--- config.mk ---
export PLATFORM = sky130hd
export DESIGN_NAME = nn_accel_top
export DESIGN_NICKNAME = d
export VERILOG_FILES = /design/src/design/nn_accel_pkg.sv /design/src/design/argmax_unit.sv /design/src/design/mac_pipeline.sv /design/src/design/nn_accel_top.sv /design/src/design/nn_sequencer.sv /design/src/design/word_stream.sv
export SDC_FILE = /design/constraint.sdc
export NUM_CORES = 2
export LEC_CHECK = 0
export ABC_CLOCK_PERIOD_IN_PS = 12900
export BUFFER_PORTS_ARGS = -buffer_cell sky130_fd_sc_hd__buf_2
export CAP_MARGIN = 20
export CELL_PAD_IN_SITES_DETAIL_PLACEMENT = 1
export CELL_PAD_IN_SITES_GLOBAL_PLACEMENT = 1
export CORE_MARGIN = 3
export CORE_UTILIZATION = 50
export DETAILED_ROUTE_END_ITERATION = 16
export GPL_ROUTABILITY_DRIVEN = 0
export PLACE_DENSITY_LB_ADDON = 0.1
export SYNTH_ARGS = -nofsm -noshare
export SYNTH_HDL_FRONTEND = slang
export SYNTH_SLANG_ARGS = --single-unit
--- constraint.sdc ---
create_clock -name clk_i -period 12.9 [get_ports clk_i]
set_input_delay 0 -clock clk_i [delete_from_list [all_inputs] [get_ports clk_i]]
set_output_delay 0 -clock clk_i [all_outputs]
set_load 0.02 [all_outputs]
--- src/design/nn_accel_pkg.sv ---
package nn_accel_pkg;

    // ============================================================
    // widths
    // ============================================================
    localparam int XLEN           = 32;
    localparam int WORDS_PER_LINE = 4;
    localparam int LINE_W         = XLEN * WORDS_PER_LINE;   // 128 bit line
    localparam int FRAC_BITS      = 16;                      // q16.16
    localparam int MAX_LAYERS     = 4;

    typedef logic [XLEN-1:0] word_t;

    localparam word_t FX_ONE = word_t'(1) << FRAC_BITS;      // bias input

    // ============================================================
    // descriptor and line views
    // ============================================================
    // header line, word 0 sits in the low bits
    typedef struct packed {
        word_t spare;
        word_t total_layers;
        word_t weights_base;
        word_t neurons_base;
    } desc_hdr_t;

    typedef union packed {
        word_t [WORDS_PER_LINE-1:0] words;   // plain word view
        desc_hdr_t                  hdr;     // line 0 of a descriptor
    } line_u;

    // ============================================================
    // ports
    // ============================================================
    typedef struct packed {
        logic  strobe;   // one cycle
        logic  rw;       // 1 = write
        word_t addr;     // byte address of a word
        word_t wdata;
    } mem_req_t;

    typedef struct packed {
        logic  ready;
        line_u line;     // aligned line holding addr
    } mem_rsp_t;

    // one neuron/weight pair into the mac
    typedef struct packed {
        logic  valid;
        logic  first;    // restart accumulator
        logic  last;     // bias term, close the sum
        word_t neuron;
        word_t weight;
    } mac_op_t;

endpackage

--- src/design/argmax_unit.sv ---
`timescale 1ns/1ps

module argmax_unit #(
    parameter int MAX_NEURONS = 64
) (
    input  logic                clk_i,
    input  logic                rst_i,
    input  logic                value_valid_i,
    input  nn_accel_pkg::word_t value_i,
    input  logic                last_i,
    output logic                done_o,
    output nn_accel_pkg::word_t class_o
);
    import nn_accel_pkg::*;

    localparam int IDX_W = $clog2(MAX_NEURONS);

    logic [IDX_W-1:0] idx_q;        // index of incoming value
    logic [IDX_W-1:0] best_idx_q;
    word_t            best_q;
    logic             take;

    // first value always taken, later only on strictly greater
    assign take = (idx_q == '0) || ($signed(value_i) > $signed(best_q));

    always_ff @(posedge clk_i) begin
        if (rst_i) begin
            idx_q   <= '0;
            done_o  <= 1'b0;
            class_o <= '0;
        end else begin
            done_o <= 1'b0;
            if (value_valid_i) begin
                if (last_i) begin
                    done_o  <= 1'b1;
                    class_o <= word_t'(take ? idx_q : best_idx_q);
                    idx_q   <= '0;               // ready for next run
                end else begin
                    idx_q <= idx_q + 1'b1;
                end
            end
        end
    end

    always_ff @(posedge clk_i) begin
        if (value_valid_i && take) begin
            best_q     <= value_i;
            best_idx_q <= idx_q;
        end
    end

    a_done_pulse : assert property (
        @(posedge clk_i) disable iff (rst_i) done_o |=> !done_o
    );

endmodule

--- src/design/mac_pipeline.sv ---
`timescale 1ns/1ps

module mac_pipeline (
    input  logic                  clk_i,
    input  logic                  rst_i,
    input  nn_accel_pkg::mac_op_t op_i,
    output logic                  sum_valid_o,
    output nn_accel_pkg::word_t   sum_o
);
    import nn_accel_pkg::*;

    logic signed [2*XLEN-1:0] prod_full;

    logic  s1_valid_q;
    logic  s1_first_q;
    logic  s1_last_q;
    word_t s1_prod_q;

    word_t acc_q;
    word_t acc_next;

    // ============================================================
    // stage 1  multiply and rescale
    // ============================================================
    assign prod_full = $signed(op_i.neuron) * $signed(op_i.weight);

    always_ff @(posedge clk_i) begin
        if (rst_i) begin
            s1_valid_q <= 1'b0;
        end else begin
            s1_valid_q <= op_i.valid;
        end
    end

    always_ff @(posedge clk_i) begin
        s1_first_q <= op_i.first;
        s1_last_q  <= op_i.last;
        s1_prod_q  <= word_t'(prod_full >>> FRAC_BITS);   // arithmetic, keep low word
    end

    // ============================================================
    // stage 2  accumulate, relu on last
    // ============================================================
    assign acc_next = s1_first_q ? s1_prod_q : acc_q + s1_prod_q;   // wraps

    always_ff @(posedge clk_i) begin
        if (rst_i) begin
            sum_valid_o <= 1'b0;
        end else begin
            sum_valid_o <= s1_valid_q && s1_last_q;
        end
    end

    always_ff @(posedge clk_i) begin
        if (s1_valid_q) begin
            acc_q <= acc_next;
        end
        if (s1_valid_q && s1_last_q) begin
            sum_o <= acc_next[XLEN-1] ? '0 : acc_next;   // clamp negatives
        end
    end

endmodule

--- src/design/nn_accel_top.sv ---
`timescale 1ns/1ps

module nn_accel_top #(
    parameter int MAX_NEURONS = 64
) (
    input  logic                   clk_i,
    input  logic                   rst_i,
    input  logic                   cmd_strobe_i,
    input  nn_accel_pkg::word_t    cmd_addr_i,
    output nn_accel_pkg::mem_req_t mem_req_o,
    input  nn_accel_pkg::mem_rsp_t mem_rsp_i,
    output logic                   done_o,
    output nn_accel_pkg::word_t    class_o
);
    import nn_accel_pkg::*;

    // stream side
    logic       wload;
    logic       nload;
    line_u      load_line;
    logic [1:0] load_pos;
    logic       wpop;
    logic       npop;
    word_t      wword;
    word_t      nword;
    logic       whas;
    logic       nhas;

    // mac and argmax side
    mac_op_t    mac_op;
    logic       sum_valid;
    word_t      sum;
    logic       amax_valid;
    word_t      amax_value;
    logic       amax_last;

    // ============================================================
    // control
    // ============================================================
    nn_sequencer #(
        .MAX_NEURONS (MAX_NEURONS)
    ) u_sequencer (
        .clk_i        (clk_i),
        .rst_i        (rst_i),
        .cmd_strobe_i (cmd_strobe_i),
        .cmd_addr_i   (cmd_addr_i),
        .mem_req_o    (mem_req_o),
        .mem_rsp_i    (mem_rsp_i),
        .wload_o      (wload),
        .nload_o      (nload),
        .load_line_o  (load_line),
        .load_pos_o   (load_pos),
        .wpop_o       (wpop),
        .npop_o       (npop),
        .wword_i      (wword),
        .nword_i      (nword),
        .whas_i       (whas),
        .nhas_i       (nhas),
        .mac_op_o     (mac_op),
        .sum_valid_i  (sum_valid),
        .sum_i        (sum),
        .amax_valid_o (amax_valid),
        .amax_value_o (amax_value),
        .amax_last_o  (amax_last)
    );

    // ============================================================
    // decode  weight and neuron streams share the line bus
    // ============================================================
    word_stream u_weights (
        .clk_i      (clk_i),
        .rst_i      (rst_i),
        .load_i     (wload),
        .line_i     (load_line),
        .pos_i      (load_pos),
        .pop_i      (wpop),
        .word_o     (wword),
        .has_word_o (whas)
    );

    word_stream u_neurons (
        .clk_i      (clk_i),
        .rst_i      (rst_i),
        .load_i     (nload),
        .line_i     (load_line),
        .pos_i      (load_pos),
        .pop_i      (npop),
        .word_o     (nword),
        .has_word_o (nhas)
    );

    // ============================================================
    // execute and result
    // ============================================================
    mac_pipeline u_mac (
        .clk_i       (clk_i),
        .rst_i       (rst_i),
        .op_i        (mac_op),
        .sum_valid_o (sum_valid),
        .sum_o       (sum)
    );

    argmax_unit #(
        .MAX_NEURONS (MAX_NEURONS)
    ) u_argmax (
        .clk_i         (clk_i),
        .rst_i         (rst_i),
        .value_valid_i (amax_valid),
        .value_i       (amax_value),
        .last_i        (amax_last),
        .done_o        (done_o),
        .class_o       (class_o)
    );

endmodule

--- src/design/nn_sequencer.sv ---
`timescale 1ns/1ps

module nn_sequencer #(
    parameter int MAX_NEURONS = 64
) (
    input  logic                   clk_i,
    input  logic                   rst_i,
    input  logic                   cmd_strobe_i,
    input  nn_accel_pkg::word_t    cmd_addr_i,
    output nn_accel_pkg::mem_req_t mem_req_o,
    input  nn_accel_pkg::mem_rsp_t mem_rsp_i,
    output logic                   wload_o,
    output logic                   nload_o,
    output nn_accel_pkg::line_u    load_line_o,
    output logic [1:0]             load_pos_o,
    output logic                   wpop_o,
    output logic                   npop_o,
    input  nn_accel_pkg::word_t    wword_i,
    input  nn_accel_pkg::word_t    nword_i,
    input  logic                   whas_i,
    input  logic                   nhas_i,
    output nn_accel_pkg::mac_op_t  mac_op_o,
    input  logic                   sum_valid_i,
    input  nn_accel_pkg::word_t    sum_i,
    output logic                   amax_valid_o,
    output nn_accel_pkg::word_t    amax_value_o,
    output logic                   amax_last_o
);
    import nn_accel_pkg::*;

    localparam int CNT_W = $clog2(MAX_NEURONS) + 1;   // holds a full layer size
    localparam int LAY_W = $clog2(MAX_LAYERS);

    typedef enum logic [2:0] {
        S_IDLE, S_HDR, S_SIZE, S_RUN, S_WFILL, S_NFILL, S_SUM, S_WB
    } state_e;

    state_e           state_q;
    logic             pend_q;                  // request in flight
    logic [CNT_W-1:0] sizes_q [MAX_LAYERS];
    logic [LAY_W:0]   total_layers_q;
    logic [LAY_W-1:0] layer_q;                 // layer being computed
    logic [CNT_W-1:0] neuron_q;                // neuron within layer
    logic [CNT_W-1:0] in_cnt_q;                // pairs issued so far
    logic             n_stale_q;               // neuron stream holds old words
    logic             w_stale_q;               // weight stream left over from last run
    word_t            nbase_q;
    word_t            waddr_q;                 // next weight word
    word_t            naddr_q;                 // next input word
    word_t            prev_base_q;
    word_t            cur_base_q;

    logic [CNT_W-1:0] n_prev;
    logic             bias_step;
    logic             n_need;
    logic             w_ok;
    logic             issue;
    logic             last_neuron;
    logic             last_layer;

    function automatic mem_req_t rd_req(input word_t addr);
        rd_req = '{strobe: 1'b1, rw: 1'b0, addr: addr, wdata: '0};
    endfunction

    // ============================================================
    // pair issue
    // ============================================================
    assign n_prev      = sizes_q[layer_q - 1'b1];
    assign bias_step   = (in_cnt_q == n_prev);          // inputs done, bias next
    assign n_need      = !bias_step && (n_stale_q || !nhas_i);
    assign w_ok        = whas_i && !w_stale_q;          // weight word of this run
    assign issue       = (state_q == S_RUN) && w_ok && !n_need;
    assign last_neuron = (neuron_q == sizes_q[layer_q] - 1'b1);
    assign last_layer  = ({1'b0, layer_q} == total_layers_q - 1'b1);

    assign wpop_o = issue;
    assign npop_o = issue && !bias_step;

    always_comb begin
        mac_op_o.valid  = issue;
        mac_op_o.first  = (in_cnt_q == '0);
        mac_op_o.last   = bias_step;
        mac_op_o.neuron = bias_step ? FX_ONE : nword_i;
        mac_op_o.weight = wword_i;
    end

    // refills land straight in the streams
    assign wload_o     = (state_q == S_WFILL) && mem_rsp_i.ready;
    assign nload_o     = (state_q == S_NFILL) && mem_rsp_i.ready;
    assign load_line_o = mem_rsp_i.line;
    assign load_pos_o  = (state_q == S_WFILL) ? waddr_q[3:2] : naddr_q[3:2];

    // argmax sees a value once its write is acked
    assign amax_valid_o = (state_q == S_WB) && mem_rsp_i.ready && last_layer;
    assign amax_value_o = mem_req_o.wdata;
    assign amax_last_o  = last_neuron;

    // ============================================================
    // fsm
    // ============================================================
    always_ff @(posedge clk_i) begin
        if (rst_i) begin
            state_q          <= S_IDLE;
            mem_req_o.strobe <= 1'b0;
            pend_q           <= 1'b0;
        end else begin
            mem_req_o.strobe <= 1'b0;                      // pulse only
            if (mem_req_o.strobe) begin
                pend_q <= 1'b1;
            end else if (mem_rsp_i.ready) begin
                pend_q <= 1'b0;
            end

            case (state_q)
                S_IDLE: if (cmd_strobe_i) begin            // busy otherwise
                    mem_req_o <= rd_req(cmd_addr_i);
                    state_q   <= S_HDR;
                end
                S_HDR: if (mem_rsp_i.ready) begin
                    nbase_q        <= mem_rsp_i.line.hdr.neurons_base;
                    waddr_q        <= mem_rsp_i.line.hdr.weights_base;
                    total_layers_q <= mem_rsp_i.line.hdr.total_layers[LAY_W:0];
                    mem_req_o      <= rd_req(mem_req_o.addr + word_t'(16));   // sizes line
                    state_q        <= S_SIZE;
                end
                S_SIZE: if (mem_rsp_i.ready) begin
                    for (int k = 0; k < MAX_LAYERS; k++) begin
                        sizes_q[k] <= mem_rsp_i.line.words[k][CNT_W-1:0];
                    end
                    layer_q     <= LAY_W'(1);
                    neuron_q    <= '0;
                    in_cnt_q    <= '0;
                    n_stale_q   <= 1'b1;
                    w_stale_q   <= 1'b1;                   // new weights base
                    prev_base_q <= nbase_q;
                    naddr_q     <= nbase_q;
                    cur_base_q  <= nbase_q + (word_t'(mem_rsp_i.line.words[0][CNT_W-1:0]) << 2);
                    state_q     <= S_RUN;
                end
                S_RUN: begin
                    if (issue) begin
                        in_cnt_q <= in_cnt_q + 1'b1;
                        waddr_q  <= waddr_q + word_t'(4);
                        if (!bias_step) begin
                            naddr_q <= naddr_q + word_t'(4);
                        end else begin
                            state_q <= S_SUM;              // wait out the mac
                        end
                    end else if (!w_ok) begin
                        mem_req_o <= rd_req(waddr_q);
                        state_q   <= S_WFILL;
                    end else begin
                        mem_req_o <= rd_req(naddr_q);
                        state_q   <= S_NFILL;
                    end
                end
                S_WFILL: if (mem_rsp_i.ready) begin
                    w_stale_q <= 1'b0;
                    state_q   <= S_RUN;
                end
                S_NFILL: if (mem_rsp_i.ready) begin
                    n_stale_q <= 1'b0;
                    state_q   <= S_RUN;
                end
                S_SUM: if (sum_valid_i) begin
                    mem_req_o <= '{strobe: 1'b1, rw: 1'b1,
                                   addr: cur_base_q + (word_t'(neuron_q) << 2),
                                   wdata: sum_i};
                    state_q   <= S_WB;
                end
                S_WB: if (mem_rsp_i.ready) begin
                    in_cnt_q  <= '0;
                    n_stale_q <= 1'b1;                     // inputs restart
                    if (!last_neuron) begin
                        neuron_q <= neuron_q + 1'b1;
                        naddr_q  <= prev_base_q;
                        state_q  <= S_RUN;
                    end else if (!last_layer) begin
                        layer_q     <= layer_q + 1'b1;
                        neuron_q    <= '0;
                        prev_base_q <= cur_base_q;
                        naddr_q     <= cur_base_q;
                        cur_base_q  <= cur_base_q + (word_t'(sizes_q[layer_q]) << 2);
                        state_q     <= S_RUN;
                    end else begin
                        state_q <= S_IDLE;                 // argmax raises done
                    end
                end
                default: state_q <= S_IDLE;
            endcase
        end
    end

    a_one_outstanding : assert property (
        @(posedge clk_i) disable iff (rst_i) mem_req_o.strobe |-> !pend_q
    );

    a_layer_count : assert property (
        @(posedge clk_i) disable iff (rst_i)
        (state_q == S_HDR && mem_rsp_i.ready) |->
            (mem_rsp_i.line.hdr.total_layers >= 2 &&
             mem_rsp_i.line.hdr.total_layers <= MAX_LAYERS)
    );

endmodule

--- src/design/word_stream.sv ---
`timescale 1ns/1ps

module word_stream (
    input  logic                clk_i,
    input  logic                rst_i,
    input  logic                load_i,
    input  nn_accel_pkg::line_u line_i,
    input  logic [1:0]          pos_i,
    input  logic                pop_i,
    output nn_accel_pkg::word_t word_o,
    output logic                has_word_o
);
    import nn_accel_pkg::*;

    line_u      line_q;   // current line
    logic [2:0] ptr_q;    // bit 2 set = ran off the end

    // pointer, empty after reset
    always_ff @(posedge clk_i) begin
        if (rst_i) begin
            ptr_q <= 3'd4;
        end else if (load_i) begin
            ptr_q <= {1'b0, pos_i};   // start mid line
        end else if (pop_i) begin
            ptr_q <= ptr_q + 3'd1;
        end
    end

    always_ff @(posedge clk_i) begin
        if (load_i) begin
            line_q <= line_i;
        end
    end

    assign has_word_o = !ptr_q[2];             // low = needs a refill
    assign word_o     = line_q.words[ptr_q[1:0]];

    // sequencer only pops what it has seen
    a_no_pop_empty : assert property (
        @(posedge clk_i) disable iff (rst_i) pop_i |-> has_word_o
    );

endmodule

==> reports/results.tsv <==
stage	metric	value	unit
status	outcome	finished clean	
sta	Fmax	93.0	MHz
yosys	Netlist Area Pre-Place	61500	µm²
worst_hold_path	min-delay worst type	in -> reg	
routing	Vias/cell	5.82	
sta	Final Max Tran Viols	0	
yosys	Synth warnings	0	
critical_path	CP peak stage delay	0.75	ns
yosys	syn_area_per_cell	10.4	µm²
layout	non-filler cells, final	7923	
layout	Multi-input gate area	37000	µm²
global_routing	Total Routing Usage GR	0.344	
critical_path	CP startpoint kind	flop	
routing	Post-route DRC	0	
critical_path	crit end category	flop	
sta	worst rel slew slack	0.171	
yosys	register bit total from synthesis	690	
floorplan	die width	357	µm
sta	Tcrit/Tclk final	0.834	
critical_path	worst path arrival time	11.29	ns
global_routing	initial antenna violation count	24	
placed_design	dpl hpwl	161000	µm
critical_path	most frequent CP cell	fa_1	
layout	Seq. cell area	20100	µm²
layout	synthesis-to-layout area growth	11.6	%
placed_design	Buffers on Ports	235	
clocking	clk sink count	690	
floorplan	Die Y-Extent	357	µm
floorplan	die area	127000	µm²
floorplan	core area	122000	µm²
routing	total number of vias	46100	
critical_path	critical path fanouts, max	38	
floorplan	# rows	128	
layout	fillers	13200	
clocking	clock-pin slew on the worst setup and hold paths	0.07	ns
yosys	EDFF count, synth	629	
floorplan	Initial Util	0.505	
yosys	Synth cell types	89	
routing	total iterations of the first detailed-routing run	5	
clocking	Clock Latency Late Sink	0.67	ns
flow_run	number of max-cap violations	0	
clocking	CTS tree	yes	
sta	Hold Vio Cnt, Final	0	
routing	post-route ant nets	0	
global_routing	GRT overflow	0	
critical_path	CP Class	reg -> reg	
yosys	fraction of registers with async set/reset	0	
placed_design	dpl cells	7599	
sta	final setup fails	0	
global_routing	first-pass GRT wire length	323000	µm
yosys	gate count of the mapped netlist	5933	
sta	unrepaired setup endpoints after global routing	false	
critical_path	Critical Path RT	13.43	ns
routing	Initial DRC Count	3763	
yosys	sequential share of the synthesized area	0.327	
clocking	CTS H-tree depth	3	
sta	setup TNS	0	ns
routing	DR WL/cell	27.3	µm
critical_path	slowest CP cell	edfxtp_1	
critical_path	Worst Path Buf+Inv	3	
clocking	post-cts gate resize count	0	
layout	fin util	0.563	
routing	routed wire length	217000	µm
layout	final net count	7487	
sta	clk_skew	0.0413	ns
clocking	total CTS buffers	77	
floorplan	Boundary Pins	263	
critical_path	CP top delay family	adder cells	
sta	Tightest Pin Transition	1.23	ns
clocking	Clock Tree Buf Depth	3	
global_routing	vias in the first global route	50400	
sta	crit path time final	10.75	ns
yosys	most common flop cell mapped by yosys	edfxtp_1	
global_routing	largest net degree at the start of global routing	79	
clocking	Root Buffer	clkbuf_16	
layout	layout cells sized above 1	0.0967	
==> Yosys cell counts, drive strengths merged (13+ instances only) <==
library cell,n,area share
o21ai,241,0.020
nor2b,23,0.0023
a221oi,21,0.0030
o21a,22,0.0027
or2,21,0.0021
mux2i,100,0.016
xnor2,175,0.025
o21bai,15,0.0018
nor2,613,0.038
dfxtp,61,0.020
edfxtp,629,0.31
a21oi,128,0.010
mux2,48,0.0088
mux4,36,0.013
clkbuf,232,0.014
buf,81,0.0083
nand3,74,0.0060
nand4,39,0.0040
nand2,871,0.053
and2,88,0.0090
a211oi,19,0.0024
a21o,63,0.0077
fa,842,0.27
xor2,118,0.017
inv,878,0.054
ha,258,0.052
nor3,40,0.0035
and3,46,0.0047
a31oi,13,0.0013
==> logic make-up (layout without fill, tap and decap cells) <==
group / Yosys count / after routing / share of synthesized area
and+or+nand+nor: 1882 / 1882 / 0.131
buffers and inverters: 1192 / 1518 / 0.0761
adders and majority gates: 1100 / 1100 / 0.327
DFF: 690 / 690 / 0.327
AOI/OAI and AO/OA: 590 / 590 / 0.0591
xor gates and xnor gates: 294 / 294 / 0.0422
muxes: 184 / 184 / 0.0383
other: 1 / 40 / 0.0000610
==> routing by layer <==
metal  vias up  GRT usage  share of wire
li1      19600          -              -
met1     24100      0.434           0.38
met2      1919      0.565           0.48
met3       569     0.0662          0.076
met4        18      0.183          0.064
met5         -          0        0.00060
==> cell usage in the layout, fill, tap and decap left out, types with 18 or more instances in the layout <==
cell type	instances
nand4_1	39
xnor2_1	174
dlygate4sd3_1	163
fa_1	842
xor2_1	118
a21o_1	63
clkbuf_16	81
a211oi_1	18
nor3_1	34
o21ai_0	221
conb_1	27
or2_2	20
inv_1	875
dfxtp_1	55
buf_2	236
nand2_1	870
mux2i_1	97
buf_4	93
mux2_2	44
and2_1	84
and3_1	45
nand3_1	73
ha_1	258
o21a_1	22
mux4_2	35
nor2b_1	23
a221oi_1	21
edfxtp_1	629
a21oi_1	127
nor2_1	603
==> final cells by class <==
type,instances,share of cell area
inverters,879,0.0481
clock buffers,94,0.0305
well taps,1625,0.0296
multi-input cells,4077,0.538
diodes,13,0.000474
flip-flops and latches,690,0.293
repair buffers,498,0.0527
clock inverters,47,0.00713
==> sequential cells by signal, indices dropped and copies added (netlist names), 28 cells and up, named ones only <==
| name | cells |
|---|---|
| u_mac.acc_q | 32 |
| u_sequencer.cur_base_q | 32 |
| u_argmax.best_q | 31 |
| u_sequencer.naddr_q | 32 |
| u_mac.sum_o | 31 |
| u_mac.s1_prod_q | 32 |
| u_sequencer.sizes_q | 28 |
| u_sequencer.nbase_q | 32 |
| u_neurons.line_q | 128 |
| u_sequencer.amax_value_o | 31 |
| u_weights.line_q | 128 |
| u_sequencer.mem_req_o | 34 |
| u_sequencer.prev_base_q | 32 |
| u_sequencer.waddr_q | 32 |
==> stage by stage <==
stage	area, µm²	hold WS (ns)	setup slack, ns
final	68700	0.0733	2.15
after global routing	68600	0.0671	1.63
after detailed placement	64300	0.194	2.23
after CTS	68500	0.0279	2.17
after floorplan	61600	0.0989	3.92
after global placement	64300	0.190	2.43
==> worst register-to-register path, cell delays in order, from the launching register on <==
cell,delay [ns]
edfxtp_1,0.75
mux4_1,0.66
xnor2_1,0.16
nand4_1,0.26
or2_2,0.53
inv_2,0.59
or2_2,0.76
nor2_1,0.20
fa_1,0.57
inv_1,0.05
fa_1,0.49
fa_1,0.46
fa_1,0.61
inv_1,0.08
fa_1,0.58
fa_1,0.43
fa_1,0.51
fa_1,0.42
ha_1,0.45
nand2_1,0.17
nor3_1,0.39
nand3_1,0.16
a2111oi_2,0.43
nor3_4,0.16
o41ai_4,0.44
a21oi_1,0.15
xnor2_1,0.15
==> path summary, 6_finish.rpt <==
| check | from | slack [ns] | to | cells past startpoint |
|---|---|---|---|---|
| setup / recovery | u_sequencer.layer_q[1] | 2.15 | u_mac.s1_prod_q[30] | 26 |
| hold / removal | mem_rsp_i[118] | 0.07 | u_neurons.line_q[118] | 2 |
| setup reg to reg | u_sequencer.layer_q[1] | 2.15 | u_mac.s1_prod_q[30] | 26 |
| hold reg to reg | u_sequencer.amax_value_o[3] | 0.49 | u_argmax.best_q[3] | 0 |
==> repair_timing <==
action	in CTS	in global routing
buffers inserted	0	0
hold endpoints to repair	404	0
hold buffers	163	0
Power is not shown: default switching activity piles up to over one toggle a cycle in this logic, so the estimate is an artifact.
